===== config.mk =====
export PLATFORM = sky130hd
export DESIGN_NAME = txOutputControl
export DESIGN_NICKNAME = d
export VERILOG_FILES = /design/src/verilog/txCtrlPkg.sv /design/src/verilog/commandDecoder.sv /design/src/verilog/instructionSequencer.sv /design/src/verilog/pulseChannel.sv /design/src/verilog/transducerArray.sv /design/src/verilog/txOutputControl.sv
export SDC_FILE = /design/constraint.sdc
export NUM_CORES = 1
export LEC_CHECK = 0
export BUFFER_PORTS_ARGS = -buffer_cell sky130_fd_sc_hd__clkbuf_2
export CORE_ASPECT_RATIO = 0.6
export CORE_MARGIN = 2
export CORE_UTILIZATION = 45
export CTS_CLUSTER_SIZE = 16
export DETAILED_ROUTE_END_ITERATION = 7
export HOLD_SLACK_MARGIN = 0.03
export PLACE_DENSITY = 0.61
export SLEW_MARGIN = 20
export SYNTH_ARGS = -nofsm -noshare
export SYNTH_HDL_FRONTEND = slang
export SYNTH_HIERARCHICAL = 1
export SYNTH_SLANG_ARGS = --single-unit

===== constraint.sdc =====
create_clock -name txCLK -period 16.2 [get_ports txCLK]
set_input_delay 2.43 -clock txCLK [delete_from_list [all_inputs] [get_ports txCLK]]
set_output_delay 2.43 -clock txCLK [all_outputs]
set_load 0.1 [all_outputs]

===== src/verilog/txCtrlPkg.sv =====
package txCtrlPkg;

	// one 64-bit program word: type in the top 16 bits, delay in the low 32
	typedef struct packed {
		logic [15:0] instrType;	// one-hot opcode
		logic [15:0] operand;
		logic [31:0] delay;	// cycles before the next fetch
	} txInstr_t;

	// bit positions inside instrType
	localparam int setTrigBit       = 0;
	localparam int setLedsBit       = 1;
	localparam int triggerRecvBit   = 2;
	localparam int loopStartBit     = 4;
	localparam int loopEndBit       = 5;
	localparam int firePulseBit     = 6;
	localparam int setChargeTimeBit = 8;
	localparam int waitExternalBit  = 10;
	localparam int programEndBit    = 15;

	// control command codes
	localparam logic [7:0] cmdHardReset   = 8'd0;
	localparam logic [7:0] cmdSoftReset   = 8'd1;
	localparam logic [7:0] cmdLoadProgram = 8'd2;
	localparam logic [7:0] cmdSetTrig     = 8'd4;
	localparam logic [7:0] cmdSetTrigRest = 8'd5;
	localparam logic [7:0] cmdTestTrig    = 8'd6;
	localparam logic [7:0] cmdSetLed      = 8'd8;
	localparam logic [7:0] cmdRunProgram  = 8'd128;

	// charge time used until a program sets its own
	localparam logic [8:0] defaultChargeTime = 9'd500;

	// decoded mode and manual values, decoder to sequencer
	typedef struct packed {
		logic       running;
		logic       safe;
		logic       loadStart;
		logic [7:0] manualTrig;
		logic       manualTrigValid;
		logic [7:0] manualLed;
		logic       manualLedValid;
		logic [7:0] trigRestLevel;
	} manualOut_t;

	// fire request, sequencer to transducer array
	typedef struct packed {
		logic       fire;	// single cycle
		logic [8:0] chargeTime;
	} fireCmd_t;

endpackage


===== src/verilog/commandDecoder.sv =====
module commandDecoder (
	input  logic                  txCLK,
	input  logic                  reset,
	input  logic [7:0]            controlComms,
	input  logic [7:0]            ledReg,
	input  logic [7:0]            trigReg,
	input  logic [7:0]            trigRestLevelReg,
	output txCtrlPkg::manualOut_t ctrl
);

	txCtrlPkg::manualOut_t nextCtrl;

	// everything defaults low each cycle, only the rest level is held
	always_comb
	begin
		nextCtrl = '0;
		nextCtrl.trigRestLevel = ctrl.trigRestLevel;
		case (controlComms)
			txCtrlPkg::cmdHardReset:
			begin
				nextCtrl.safe = 1'b1;
				nextCtrl.trigRestLevel = '0;	// only hard reset forgets it
			end
			txCtrlPkg::cmdLoadProgram:
			begin
				nextCtrl.safe = 1'b1;
				nextCtrl.loadStart = 1'b1;
			end
			txCtrlPkg::cmdSetTrig:
			begin
				nextCtrl.manualTrig = trigReg;
				nextCtrl.manualTrigValid = 1'b1;
			end
			txCtrlPkg::cmdSetTrigRest:
			begin
				// first cycle after run still sees running
				if (!ctrl.running)
					nextCtrl.trigRestLevel = trigRestLevelReg;
			end
			txCtrlPkg::cmdTestTrig:
			begin
				nextCtrl.manualTrig = trigReg ^ ctrl.trigRestLevel;
				nextCtrl.manualTrigValid = 1'b1;
			end
			txCtrlPkg::cmdSetLed:
			begin
				nextCtrl.manualLed = ledReg;
				nextCtrl.manualLedValid = 1'b1;
			end
			txCtrlPkg::cmdRunProgram:
				nextCtrl.running = 1'b1;
			default:
				nextCtrl.safe = 1'b1;	// soft reset and unknown codes
		endcase
	end

	always_ff @(posedge txCLK)
	begin
		if (reset)
			ctrl <= '0;
		else
			ctrl <= nextCtrl;
	end

	// a program must never run with the outputs pinned to safe
	assert property (@(posedge txCLK) disable iff (reset)
		!(ctrl.safe && ctrl.running))
	else
		$error("safe and running both high");

endmodule


===== src/verilog/instructionSequencer.sv =====
module instructionSequencer #(
	parameter int loopSlots = 16,
	parameter int addrWidth = 13
) (
	input  logic                  txCLK,
	input  logic                  reset,
	input  txCtrlPkg::manualOut_t ctrl,
	input  txCtrlPkg::txInstr_t   instruction,
	input  logic [addrWidth-1:0]  setInstructionReadAddr,
	input  logic                  externalTrig,
	input  logic                  adcTriggerAck,
	output logic [addrWidth-1:0]  instructionReadAddr,
	output logic [7:0]            triggerOutput,
	output logic [7:0]            ledOutput,
	output logic                  adcTriggerLine,
	output txCtrlPkg::fireCmd_t   fire
);

	typedef enum logic [2:0] {sIdle, sFetch, sExec, sDelay, sWait, sEnd} seqState_t;

	seqState_t            state;
	logic [addrWidth-1:0] startAddr;
	logic [addrWidth-1:0] pendingAddr;	// address to issue once the delay runs out
	logic [31:0]          delayCnt;
	logic [8:0]           chargeTime;
	logic                 fireStrobe;
	logic [27:0]          loopCount [loopSlots];
	logic [loopSlots-1:0] loopActive;

	logic [15:0] instrType;
	logic [3:0]  loopSlot;
	logic [27:0] loopTarget;
	logic        loopBranch;
	logic        loopCountLoad;
	logic        adcReady;

	assign instrType  = instruction.instrType;
	assign loopSlot   = instruction.delay[31:28];
	assign loopTarget = instruction.delay[27:0];

	// first visit of a loop end means the body already ran once
	assign loopBranch = loopActive[loopSlot] ? (loopCount[loopSlot] < loopTarget)
		: (loopTarget > 28'd1);
	assign loopCountLoad = ctrl.running && state == sExec
		&& instrType[txCtrlPkg::loopEndBit] && loopBranch;

	assign adcReady = !adcTriggerLine || adcTriggerAck;	// next fetch waits on the ADC
	assign fire = '{fire: fireStrobe, chargeTime: chargeTime};

	always_ff @(posedge txCLK)
	begin
		if (loopCountLoad)
			loopCount[loopSlot] <= loopActive[loopSlot] ? loopCount[loopSlot] + 28'd1 : 28'd2;
	end

	always_ff @(posedge txCLK)
	begin
		if (reset)
		begin
			state <= sIdle;
			startAddr <= '0;
			pendingAddr <= '0;
			instructionReadAddr <= '0;
			delayCnt <= '0;
			chargeTime <= txCtrlPkg::defaultChargeTime;
			fireStrobe <= 1'b0;
			loopActive <= '0;
			triggerOutput <= '0;
			ledOutput <= '0;
			adcTriggerLine <= 1'b0;
		end
		else
		begin
			fireStrobe <= 1'b0;
			if (!ctrl.running)
			begin
				// manual side, program state dropped
				state <= sIdle;
				loopActive <= '0;
				adcTriggerLine <= 1'b0;
				if (ctrl.loadStart)
				begin
					startAddr <= setInstructionReadAddr;
					instructionReadAddr <= setInstructionReadAddr;
				end
				if (ctrl.safe)
				begin
					triggerOutput <= ctrl.trigRestLevel;
					ledOutput <= '0;
				end
				else
				begin
					if (ctrl.manualTrigValid)
						triggerOutput <= ctrl.manualTrig;
					if (ctrl.manualLedValid)
						ledOutput <= ctrl.manualLed;
				end
			end
			else
			begin
				if (adcTriggerLine && adcTriggerAck)
					adcTriggerLine <= 1'b0;
				case (state)
					sIdle:
					begin
						instructionReadAddr <= startAddr;
						state <= sFetch;
					end
					sFetch:
						state <= sExec;	// memory answers next cycle
					sExec:
					begin
						pendingAddr <= instructionReadAddr + 1'b1;
						delayCnt <= instruction.delay;
						state <= sDelay;
						if (instrType[txCtrlPkg::setTrigBit])
							triggerOutput <= {1'b0, instruction.operand[15:9]} ^ ctrl.trigRestLevel;
						if (instrType[txCtrlPkg::setLedsBit])
							ledOutput <= instruction.operand[7:0];
						if (instrType[txCtrlPkg::triggerRecvBit])
							adcTriggerLine <= 1'b1;
						if (instrType[txCtrlPkg::firePulseBit])
							fireStrobe <= 1'b1;
						if (instrType[txCtrlPkg::setChargeTimeBit])
							chargeTime <= instruction.operand[8:0];
						if (instrType[txCtrlPkg::loopStartBit])
						begin
							delayCnt <= '0;
							loopActive[loopSlot] <= 1'b0;	// fresh count on entry
						end
						if (instrType[txCtrlPkg::loopEndBit])
						begin
							delayCnt <= '0;
							loopActive[loopSlot] <= loopBranch;
							if (loopBranch)
								pendingAddr <= instruction.operand[addrWidth-1:0];
						end
						if (instrType[txCtrlPkg::waitExternalBit])
							state <= sWait;
						if (instrType[txCtrlPkg::programEndBit])
							state <= sEnd;
					end
					sDelay:
					begin
						if (delayCnt != '0)
							delayCnt <= delayCnt - 1'b1;
						else if (adcReady)
						begin
							instructionReadAddr <= pendingAddr;
							state <= sFetch;
						end
					end
					sWait:
					begin
						if (externalTrig)
						begin
							instructionReadAddr <= pendingAddr;
							state <= sFetch;
						end
					end
					sEnd:
						state <= sEnd;	// outputs hold until the mode changes
					default:
						state <= sIdle;
				endcase
			end
		end
	end

	// program memory contents must carry exactly one opcode bit
	assert property (@(posedge txCLK) disable iff (reset)
		(ctrl.running && state == sExec) |-> $onehot(instrType))
	else
		$error("instruction type not one-hot at 0x%0h", instructionReadAddr);

endmodule


===== src/verilog/pulseChannel.sv =====
module pulseChannel #(
	parameter int delayWidth = 16
) (
	input  logic                  txCLK,
	input  logic                  reset,
	input  logic                  start,
	input  logic [delayWidth-1:0] count,
	input  logic [delayWidth-1:0] phaseDelay,
	input  logic [8:0]            chargeTime,
	output logic                  pulse,
	output logic                  done
);

	logic [8:0] remaining;	// charge cycles still to go

	always_ff @(posedge txCLK)
	begin
		if (reset)
		begin
			pulse <= 1'b0;
			done <= 1'b1;	// idle counts as finished
			remaining <= '0;
		end
		else if (start)
		begin
			pulse <= 1'b0;
			done <= 1'b0;
		end
		else if (pulse)
		begin
			if (remaining == 9'd1)
			begin
				pulse <= 1'b0;
				done <= 1'b1;
			end
			else
				remaining <= remaining - 1'b1;
		end
		else if (!done && count == phaseDelay)
		begin
			// zero charge time means nothing to drive
			if (chargeTime == '0)
				done <= 1'b1;
			else
			begin
				pulse <= 1'b1;
				remaining <= chargeTime;
			end
		end
	end

endmodule


===== src/verilog/transducerArray.sv =====
module transducerArray #(
	parameter int numChannels = 8,
	parameter int delayWidth  = 16
) (
	input  logic                              txCLK,
	input  logic                              reset,
	input  txCtrlPkg::fireCmd_t               fire,
	input  logic [numChannels*delayWidth-1:0] phaseDelays,
	input  logic [numChannels-1:0]            channelMask,
	input  logic                              safe,
	output logic [numChannels-1:0]            transducerOutput,
	output logic                              txActive
);

	logic [delayWidth-1:0]                   fireCount;	// shared by all channels
	logic [numChannels-1:0][delayWidth-1:0] delays;
	logic [8:0]                              chargeTime;
	logic [numChannels-1:0]                  pulses;
	logic [numChannels-1:0]                  done;
	logic                                    start;

	assign start = fire.fire && !txActive;	// fires during a pulse are dropped
	assign txActive = ~&done;

	always_ff @(posedge txCLK)
	begin
		if (reset)
			fireCount <= '0;
		else if (start)
			fireCount <= '0;
		else if (txActive)
			fireCount <= fireCount + 1'b1;
	end

	// snapshot of the delays and charge time for this shot
	always_ff @(posedge txCLK)
	begin
		if (start)
		begin
			delays <= phaseDelays;
			chargeTime <= fire.chargeTime;
		end
	end

	for (genvar i = 0; i < numChannels; i++)
	begin : channel
		pulseChannel #(
			.delayWidth (delayWidth)
		) pulseChannel_i (
			.txCLK      (txCLK),
			.reset      (reset),
			.start      (start),
			.count      (fireCount),
			.phaseDelay (delays[i]),
			.chargeTime (chargeTime),
			.pulse      (pulses[i]),
			.done       (done[i])
		);
	end

	assign transducerOutput = safe ? '0 : (pulses & channelMask);

	assert property (@(posedge txCLK) disable iff (reset)
		(transducerOutput & ~channelMask) == '0)
	else
		$error("masked channel driven high");

endmodule


===== src/verilog/txOutputControl.sv =====
module txOutputControl #(
	parameter int numChannels = 8,
	parameter int loopSlots   = 16,
	parameter int addrWidth   = 13,
	parameter int delayWidth  = 16
) (
	input  logic                              txCLK,
	input  logic                              reset,
	input  logic [7:0]                        controlComms,
	input  txCtrlPkg::txInstr_t               instruction,
	input  logic [addrWidth-1:0]              setInstructionReadAddr,
	input  logic [numChannels*delayWidth-1:0] phaseDelays,
	input  logic [numChannels-1:0]            channelMask,
	input  logic                              externalTrig,
	input  logic                              adcTriggerAck,
	input  logic [7:0]                        ledReg,
	input  logic [7:0]                        trigReg,
	input  logic [7:0]                        trigRestLevelReg,
	output logic [addrWidth-1:0]              instructionReadAddr,
	output logic [numChannels-1:0]            transducerOutput,
	output logic [7:0]                        triggerOutput,
	output logic [7:0]                        ledOutput,
	output logic                              adcTriggerLine
);

	txCtrlPkg::manualOut_t ctrl;	// mode and manual values
	txCtrlPkg::fireCmd_t   fire;

	commandDecoder commandDecoder_i (
		.txCLK            (txCLK),
		.reset            (reset),
		.controlComms     (controlComms),
		.ledReg           (ledReg),
		.trigReg          (trigReg),
		.trigRestLevelReg (trigRestLevelReg),
		.ctrl             (ctrl)
	);

	instructionSequencer #(
		.loopSlots (loopSlots),
		.addrWidth (addrWidth)
	) instructionSequencer_i (
		.txCLK                  (txCLK),
		.reset                  (reset),
		.ctrl                   (ctrl),
		.instruction            (instruction),
		.setInstructionReadAddr (setInstructionReadAddr),
		.externalTrig           (externalTrig),
		.adcTriggerAck          (adcTriggerAck),
		.instructionReadAddr    (instructionReadAddr),
		.triggerOutput          (triggerOutput),
		.ledOutput              (ledOutput),
		.adcTriggerLine         (adcTriggerLine),
		.fire                   (fire)
	);

	// txActive only matters inside the array for now
	transducerArray #(
		.numChannels (numChannels),
		.delayWidth  (delayWidth)
	) transducerArray_i (
		.txCLK            (txCLK),
		.reset            (reset),
		.fire             (fire),
		.phaseDelays      (phaseDelays),
		.channelMask      (channelMask),
		.safe             (ctrl.safe),
		.transducerOutput (transducerOutput),
		.txActive         ()
	);

endmodule

Yosys cells after proc, flatten, opt, wreduce, memory -nomap -nowiden
Memory sizes are Yosys's and may differ from the RTL's.
Index checks and enable logic that the tools add are counted.
{ "word_totals": {"register_bits": 387, "ram_bits": 448, "in_bits": 249, "out_inout_bits": 38, "wordCells": 367, "n_memories": 1} }
{ "classes": {"n_addsub": 12, "magnitude_cmp": 4, "eq_ne": 63, "mux": 137, "bitwise": 9, "n_reduce_logical": 88} }
{ "mem_list": {"columns": ["name", "words", "word_bits", "read_ports", "rd_ports_with_merged_regs", "write_ports", "line_no", "source"], "rows": [
  ["instructionSequencer_i.loopCount", 16, 28, 1, 0, 1, "instructionSequencer.sv:27", "logic [27:0] loopCount [loopSlots];"]
]} }
{ "ops": {"columns": ["op", "n"], "rows": [
  ["9-bit two-way mux", 25],
  ["16-bit equality test", 8],
  ["32-bit two-way mux", 3],
  ["8-bit two-way mux", 12],
  ["13-bit two-way mux", 7],
  ["16-bit two-way mux", 5],
  ["9-bit by 1-bit equality test with 1-bit output, second input constant", 8],
  ["9-bit by 1-bit subtractor with 9-bit output, second input constant", 8],
  ["1-bit two-way mux", 71],
  ["32-bit one-hot mux with 2 select lines", 1],
  ["3-bit nonzero test", 18],
  ["2-bit inequality test, second input constant", 21],
  ["13-bit one-hot mux with 3 select lines", 1],
  ["3-bit AND reduction", 13],
  ["4-bit AND reduction", 8],
  ["32-bit nonzero test", 1],
  ["32-bit by 1-bit subtractor with 32-bit output, second input constant", 1],
  ["28-bit by 1-bit adder with 28-bit output, second input constant", 1],
  ["28-bit by 1-bit greater-than comparator with 1-bit output, second input constant", 1],
  ["28-bit less-than comparator", 1],
  ["28-bit two-way mux", 1],
  ["8-bit by 3-bit equality test with 1-bit output, second input constant", 3],
  ["2-bit nonzero test", 11],
  ["3-bit by 1-bit inequality test with 1-bit output, second input constant", 7],
  ["other kinds (39)", 77]
]} }

Longest topological paths before layout
{ "depth": {"word_depth": 12, "ltp_mapped": 18, "depth_no_buf": 12} }

Cells and area by module
The synthesis kept the hierarchy.
{ "modules_own_cells": {"columns": ["module", "n_inst", "cells_each", "area_each_um2", "seq_area_each_um2"], "rows": [
  ["instructionSequencer", 1, 1747, 25026.5, 15795.1],
  ["pulseChannel at transducerArray_i.channel[1].pulseChannel_i ...", 7, 108, 902.1, 220.2],
  ["transducerArray", 1, 240, 4984.8, 4434.3],
  ["commandDecoder", 1, 110, 1077.3, 580.6],
  ["pulseChannel at transducerArray_i.channel[0].pulseChannel_i", 1, 122, 929.6, 220.2]
]} }

Worst setup path after synthesis
Ideal clock, no wire load.
{ "synth_timing": {"kind": "reg2reg", "from": "register transducerArray_i.channel[2].pulseChannel_i.done", "to": "register transducerArray_i.channel[1].pulseChannel_i.remaining[8]", "arrival_ps": 13455, "path_slack_ps": 2613, "path_stages_with_launch": 8, "path_buffers": 0, "period_less_slack_ps": 13587, "path_cell_list": "dfxtp_1 nand4_1 nor3_1 nand2b_1 nor2_1 nor2_4 mux2i_1 a21oi_1"} }
{ "synth_between": {"elab_chain_len": 4} }
{ "synth_lines": {"columns": ["element", "line_no", "source"], "rows": [
  ["from (decl)", "pulseChannel.sv:11", "output logic done"],
  ["from (signal assigned)", "pulseChannel.sv:21", "done <= 1'b1;"],
  ["from (signal assigned)", "pulseChannel.sv:27", "done <= 1'b0;"],
  ["from (signal assigned)", "pulseChannel.sv:34", "done <= 1'b1;"],
  ["8-bit AND reduction", "transducerArray.sv:23", "assign txActive = ~&done;"],
  ["1-bit logical AND", "transducerArray.sv:22", "assign start = fire.fire && !txActive;"],
  ["net transducerArray_i.start", "transducerArray.sv:20", "logic start;"],
  ["1-bit NOT (no line)", null, null],
  ["4-bit AND reduction (no line)", null, null],
  ["to (signal assigned)", "pulseChannel.sv:37", "remaining <= remaining - 1'b1;"],
  ["to (signal assigned)", "pulseChannel.sv:47", "remaining <= chargeTime;"],
  ["to (decl)", "pulseChannel.sv:14", "logic [8:0] remaining;"]
]} }
The timed path passes the listed nets, and every way through them passes these cells.
A chain may end at the register's enable or synchronous reset.

Worst setup path after layout
{ "layout_timing": {"from": "input instruction[28] (netlist name)", "to": "memory instructionSequencer_i.loopCount[10][11] (enable)"} }
{ "layout_between": {"elab_chain_len": 6} }
{ "layout_lines": {"columns": ["element", "line_no", "source"], "rows": [
  ["from (decl)", "txOutputControl.sv:10", "input txCtrlPkg::txInstr_t instruction,"],
  ["memory read 16 x 28 bit or 1-bit binary-select mux with 4-bit select (tied branches)", null, null],
  ["28-bit less-than comparator or 1-bit two-way mux (tied branches)", "instructionSequencer.sv:42", "assign loopBranch = loopActive[loopSlot] ? (loopCount[loopSlot] < loopTarget)"],
  ["1-bit two-way mux", "instructionSequencer.sv:42", null],
  ["1-bit logical AND", "instructionSequencer.sv:45", "&& instrType[txCtrlPkg::loopEndBit] && loopBranch;"],
  ["1-bit two-way mux", "instructionSequencer.sv:52", "if (loopCountLoad)"],
  ["1-bit two-way mux", "instructionSequencer.sv:53", "loopCount[loopSlot] <= loopActive[loopSlot] ? loopCount[loopSlot] + 28'd1 : 28'd2;"],
  ["to (decl)", "instructionSequencer.sv:27", null]
]} }
Parallel ways exist; a longest one is shown, timed or not. The select of a mux whose other input is x is not followed.

==> impl_results.md <==
- Post-Place Setup Slack: 7.65 ns
- Setup repair bufs after CTS: 0
- Resized cells post-CTS: 0
- H-tree levels: 3
- Critical Path Sink Type: register
- DPL Wire Length: 64800 um
- Peak Freq: 0.127 GHz
- Maxcap violations: 0
- Met3 WL post-DR: 7930 um
- Clock latency on the worst-skew pair: 0.68 ns
- Slew margin rel.: 27.9%
- Die ar.: 87600 um^2
- DRT Wirelength: 102000 um
- Overall routing resource usage: 23.1%
- Vias in the first global route: 25900
- CTS Buf Count: 80
- Setup crit start kind: primary input
- First-pass GRT wire length: 156000 um
- Placed Instances: 4286
- Slew Viols, Final: 0
- Crit path kind: in2reg
- RSZ-0062 raised after global routing: no
- Clk slew on worst S/H paths: 0.06 ns
- Largest net degree at the start of global routing: 125
- Buffers & Inverters on Critical Path: 5
- Run status: finished, final reports clean
- Die Ht: 230 um
- Worst hold slack: 0.436 ns
- Pwr/cell area: 101 nW/um^2
- 1st-pass router iterations: 5
- WL met1: 46400 um
- Total Neg Setup Slack: 0 ns
- Critical Path AT: 8.18 ns
- CP max FO: 43
- DP Area: 40800 um^2
- Iter 0 DRT Violations: 2446
- Critical path's largest stage delay: 0.78 ns
- Via Count: 26200
- Final Skew: 0.0329 ns
- Drt drc: 0
- Grt ovf: 0
- Post-route design area: 43600 um^2
- DIE WIDTH: 381 um
- RePlAce Congestion: 0.872
- ANT cells: 0
- Initial Util: 45.7%
- Fill cell instance count of the final layout: 7106
- Crit share post-route: 48.8%
- Post-DR wirelength/cell: 23.0 um
- CTS tree: yes
- Final Critical Period: 7.90 ns
- Post-DR vias/cell: 5.91
- Top-Level Pins: 287
- Static Leak: 14.4 nW
- Cell family with most CP delay: buffers and inverters
- Least-Margin Pin Slew: 1.08 ns
- Critical-path cell list: buf_6 > buf_4 > mux4_2 > a22oi_1 > nand2_1 > ha_1 > a211oi_1 > nor2_1 > o31ai_1 > a31oi_1 > a211oi_4 > buf_4 > nor2_2 > buf_4 > nor4_2 > buf_4
- Final nets: 3531
- Req. time, crit path: 16.48 ns
- Root Driver: clkbuf_16
- Syn_area_per_cell: 12.9 um^2
- Initial antenna violation count: 1
- Final Hold Fails: 0
- Highest routing layer actually used: met5
- Syn nets: 3270
- IO buf count: 279
- Final cell utilization of the core: 52.0%
- Area Growth Syn to Fin: 13.8%
- Num rows: 82
- Maximum vdd drop: 72.4 uV
- Syn Std Cell Area: 38300 um^2
- Met2 wire length: 45300 um
- # setup viols final: 0
- CTS max path bufs: 3
- Pwr Total: 4.39 mW
- Final worst slack: 8.30 ns
- Cell Count, Final, Fillers Out: 4435
- Yosys warning total: 6
- # hold bufs at CTS: 0
- Total clock sinks: 835
- Cell repeated most along the worst path: buf_4
- Critical-path top delay cell: buf_4
- Cells after Synth: 2974
- Core area: 83900 um^2
- Antenna Violating Nets Remaining: 0
- Share of layout cells above drive strength 1: 21.7%
- Worst hold path type: reg2reg
==> sequential cells by signal, summed over array words and instances, names as in the netlist, 16 cells and up <==
signal / flops
instructionSequencer_i/loopCount: 448
transducerArray_i/delays: 128
transducerArray_i/channel.pulseChannel_i/remaining: 72
instructionSequencer_i/delayCnt: 32
commandDecoder_i/ctrl: 29
instructionSequencer_i/loopActive: 16
transducerArray_i/fireCount: 16
==> cell type report <==
cell class / count / area, um^2 / share of cell area [%]
multi-input cells: 1913 / 14800 / 34.0
flip-flops and latches: 835 / 22600 / 51.8
clock inverters: 46 / 499 / 1.14
well taps: 1134 / 1420 / 3.25
clock buffers: 102 / 2220 / 5.09
inverters: 78 / 293 / 0.671
repair buffers: 327 / 1790 / 4.11
==> placed cells by master, fill, tap and decap left out, drive strengths merged, types with 27 or more instances in the layout <==
cell and instances:
a21oi 154, nand4 46, xnor2 32, o31ai 38, buf 51, mux4 121
clkinv 28, inv 83, o21ai 112, ha 47, nand2 216, a31oi 27
nor4 93, a22oi 53, nor3 63, nand3 63, clkbuf 378, edfxtp 585
dfxtp 250, mux2i 101, xor2 149, nor2 288
==> path summary, 6_finish.rpt <==
path	from	endpoint	slack, ns	depth (start not counted)
worst max-delay path	instruction[28]	instructionSequencer_i/loopCount[10][11]$_DFFE_PP_	8.30	16
worst max register to register	instructionSequencer_i/loopCount[10][6]$_DFFE_PP_	instructionSequencer_i/loopCount[10][11]$_DFFE_PP_	11.11	14
worst min register to register	instructionSequencer_i/chargeTime[1]$_SDFFE_PP0P_	transducerArray_i/chargeTime[1]$_DFFE_PP_	0.44	0
worst min-delay path	instructionSequencer_i/chargeTime[1]$_SDFFE_PP0P_	transducerArray_i/chargeTime[1]$_DFFE_PP_	0.44	0
==> worst reg2reg max path, cell delays in order, from the launching register on <==
cell      delay, ns
edfxtp_1       0.37
mux4_2         0.48
a22oi_1        0.36
nand2_1        0.33
ha_1           0.30
a211oi_1       0.21
nor2_1         0.08
o31ai_1        0.46
a31oi_1        0.30
a211oi_4       0.29
buf_4          0.43
nor2_2         0.07
buf_4          0.25
nor4_2         0.16
buf_4          0.58
==> metal layers <==
metal	track usage, %	vias up
met2	34.6	992
met4	6.37	2
met1	34.1	13200
li1	-	11900
met5	0	-
met3	4.78	155
==> report_power, final <==
group	leakage (nW)	internal (mW)	switching, mW	total (mW)
registers	6.46	2.26	0.00150	2.26
logic	6.56	0.0643	0.117	0.182
clock network	1.33	1.11	0.835	1.94
Note: power is estimated with default switching activity, not from simulation.
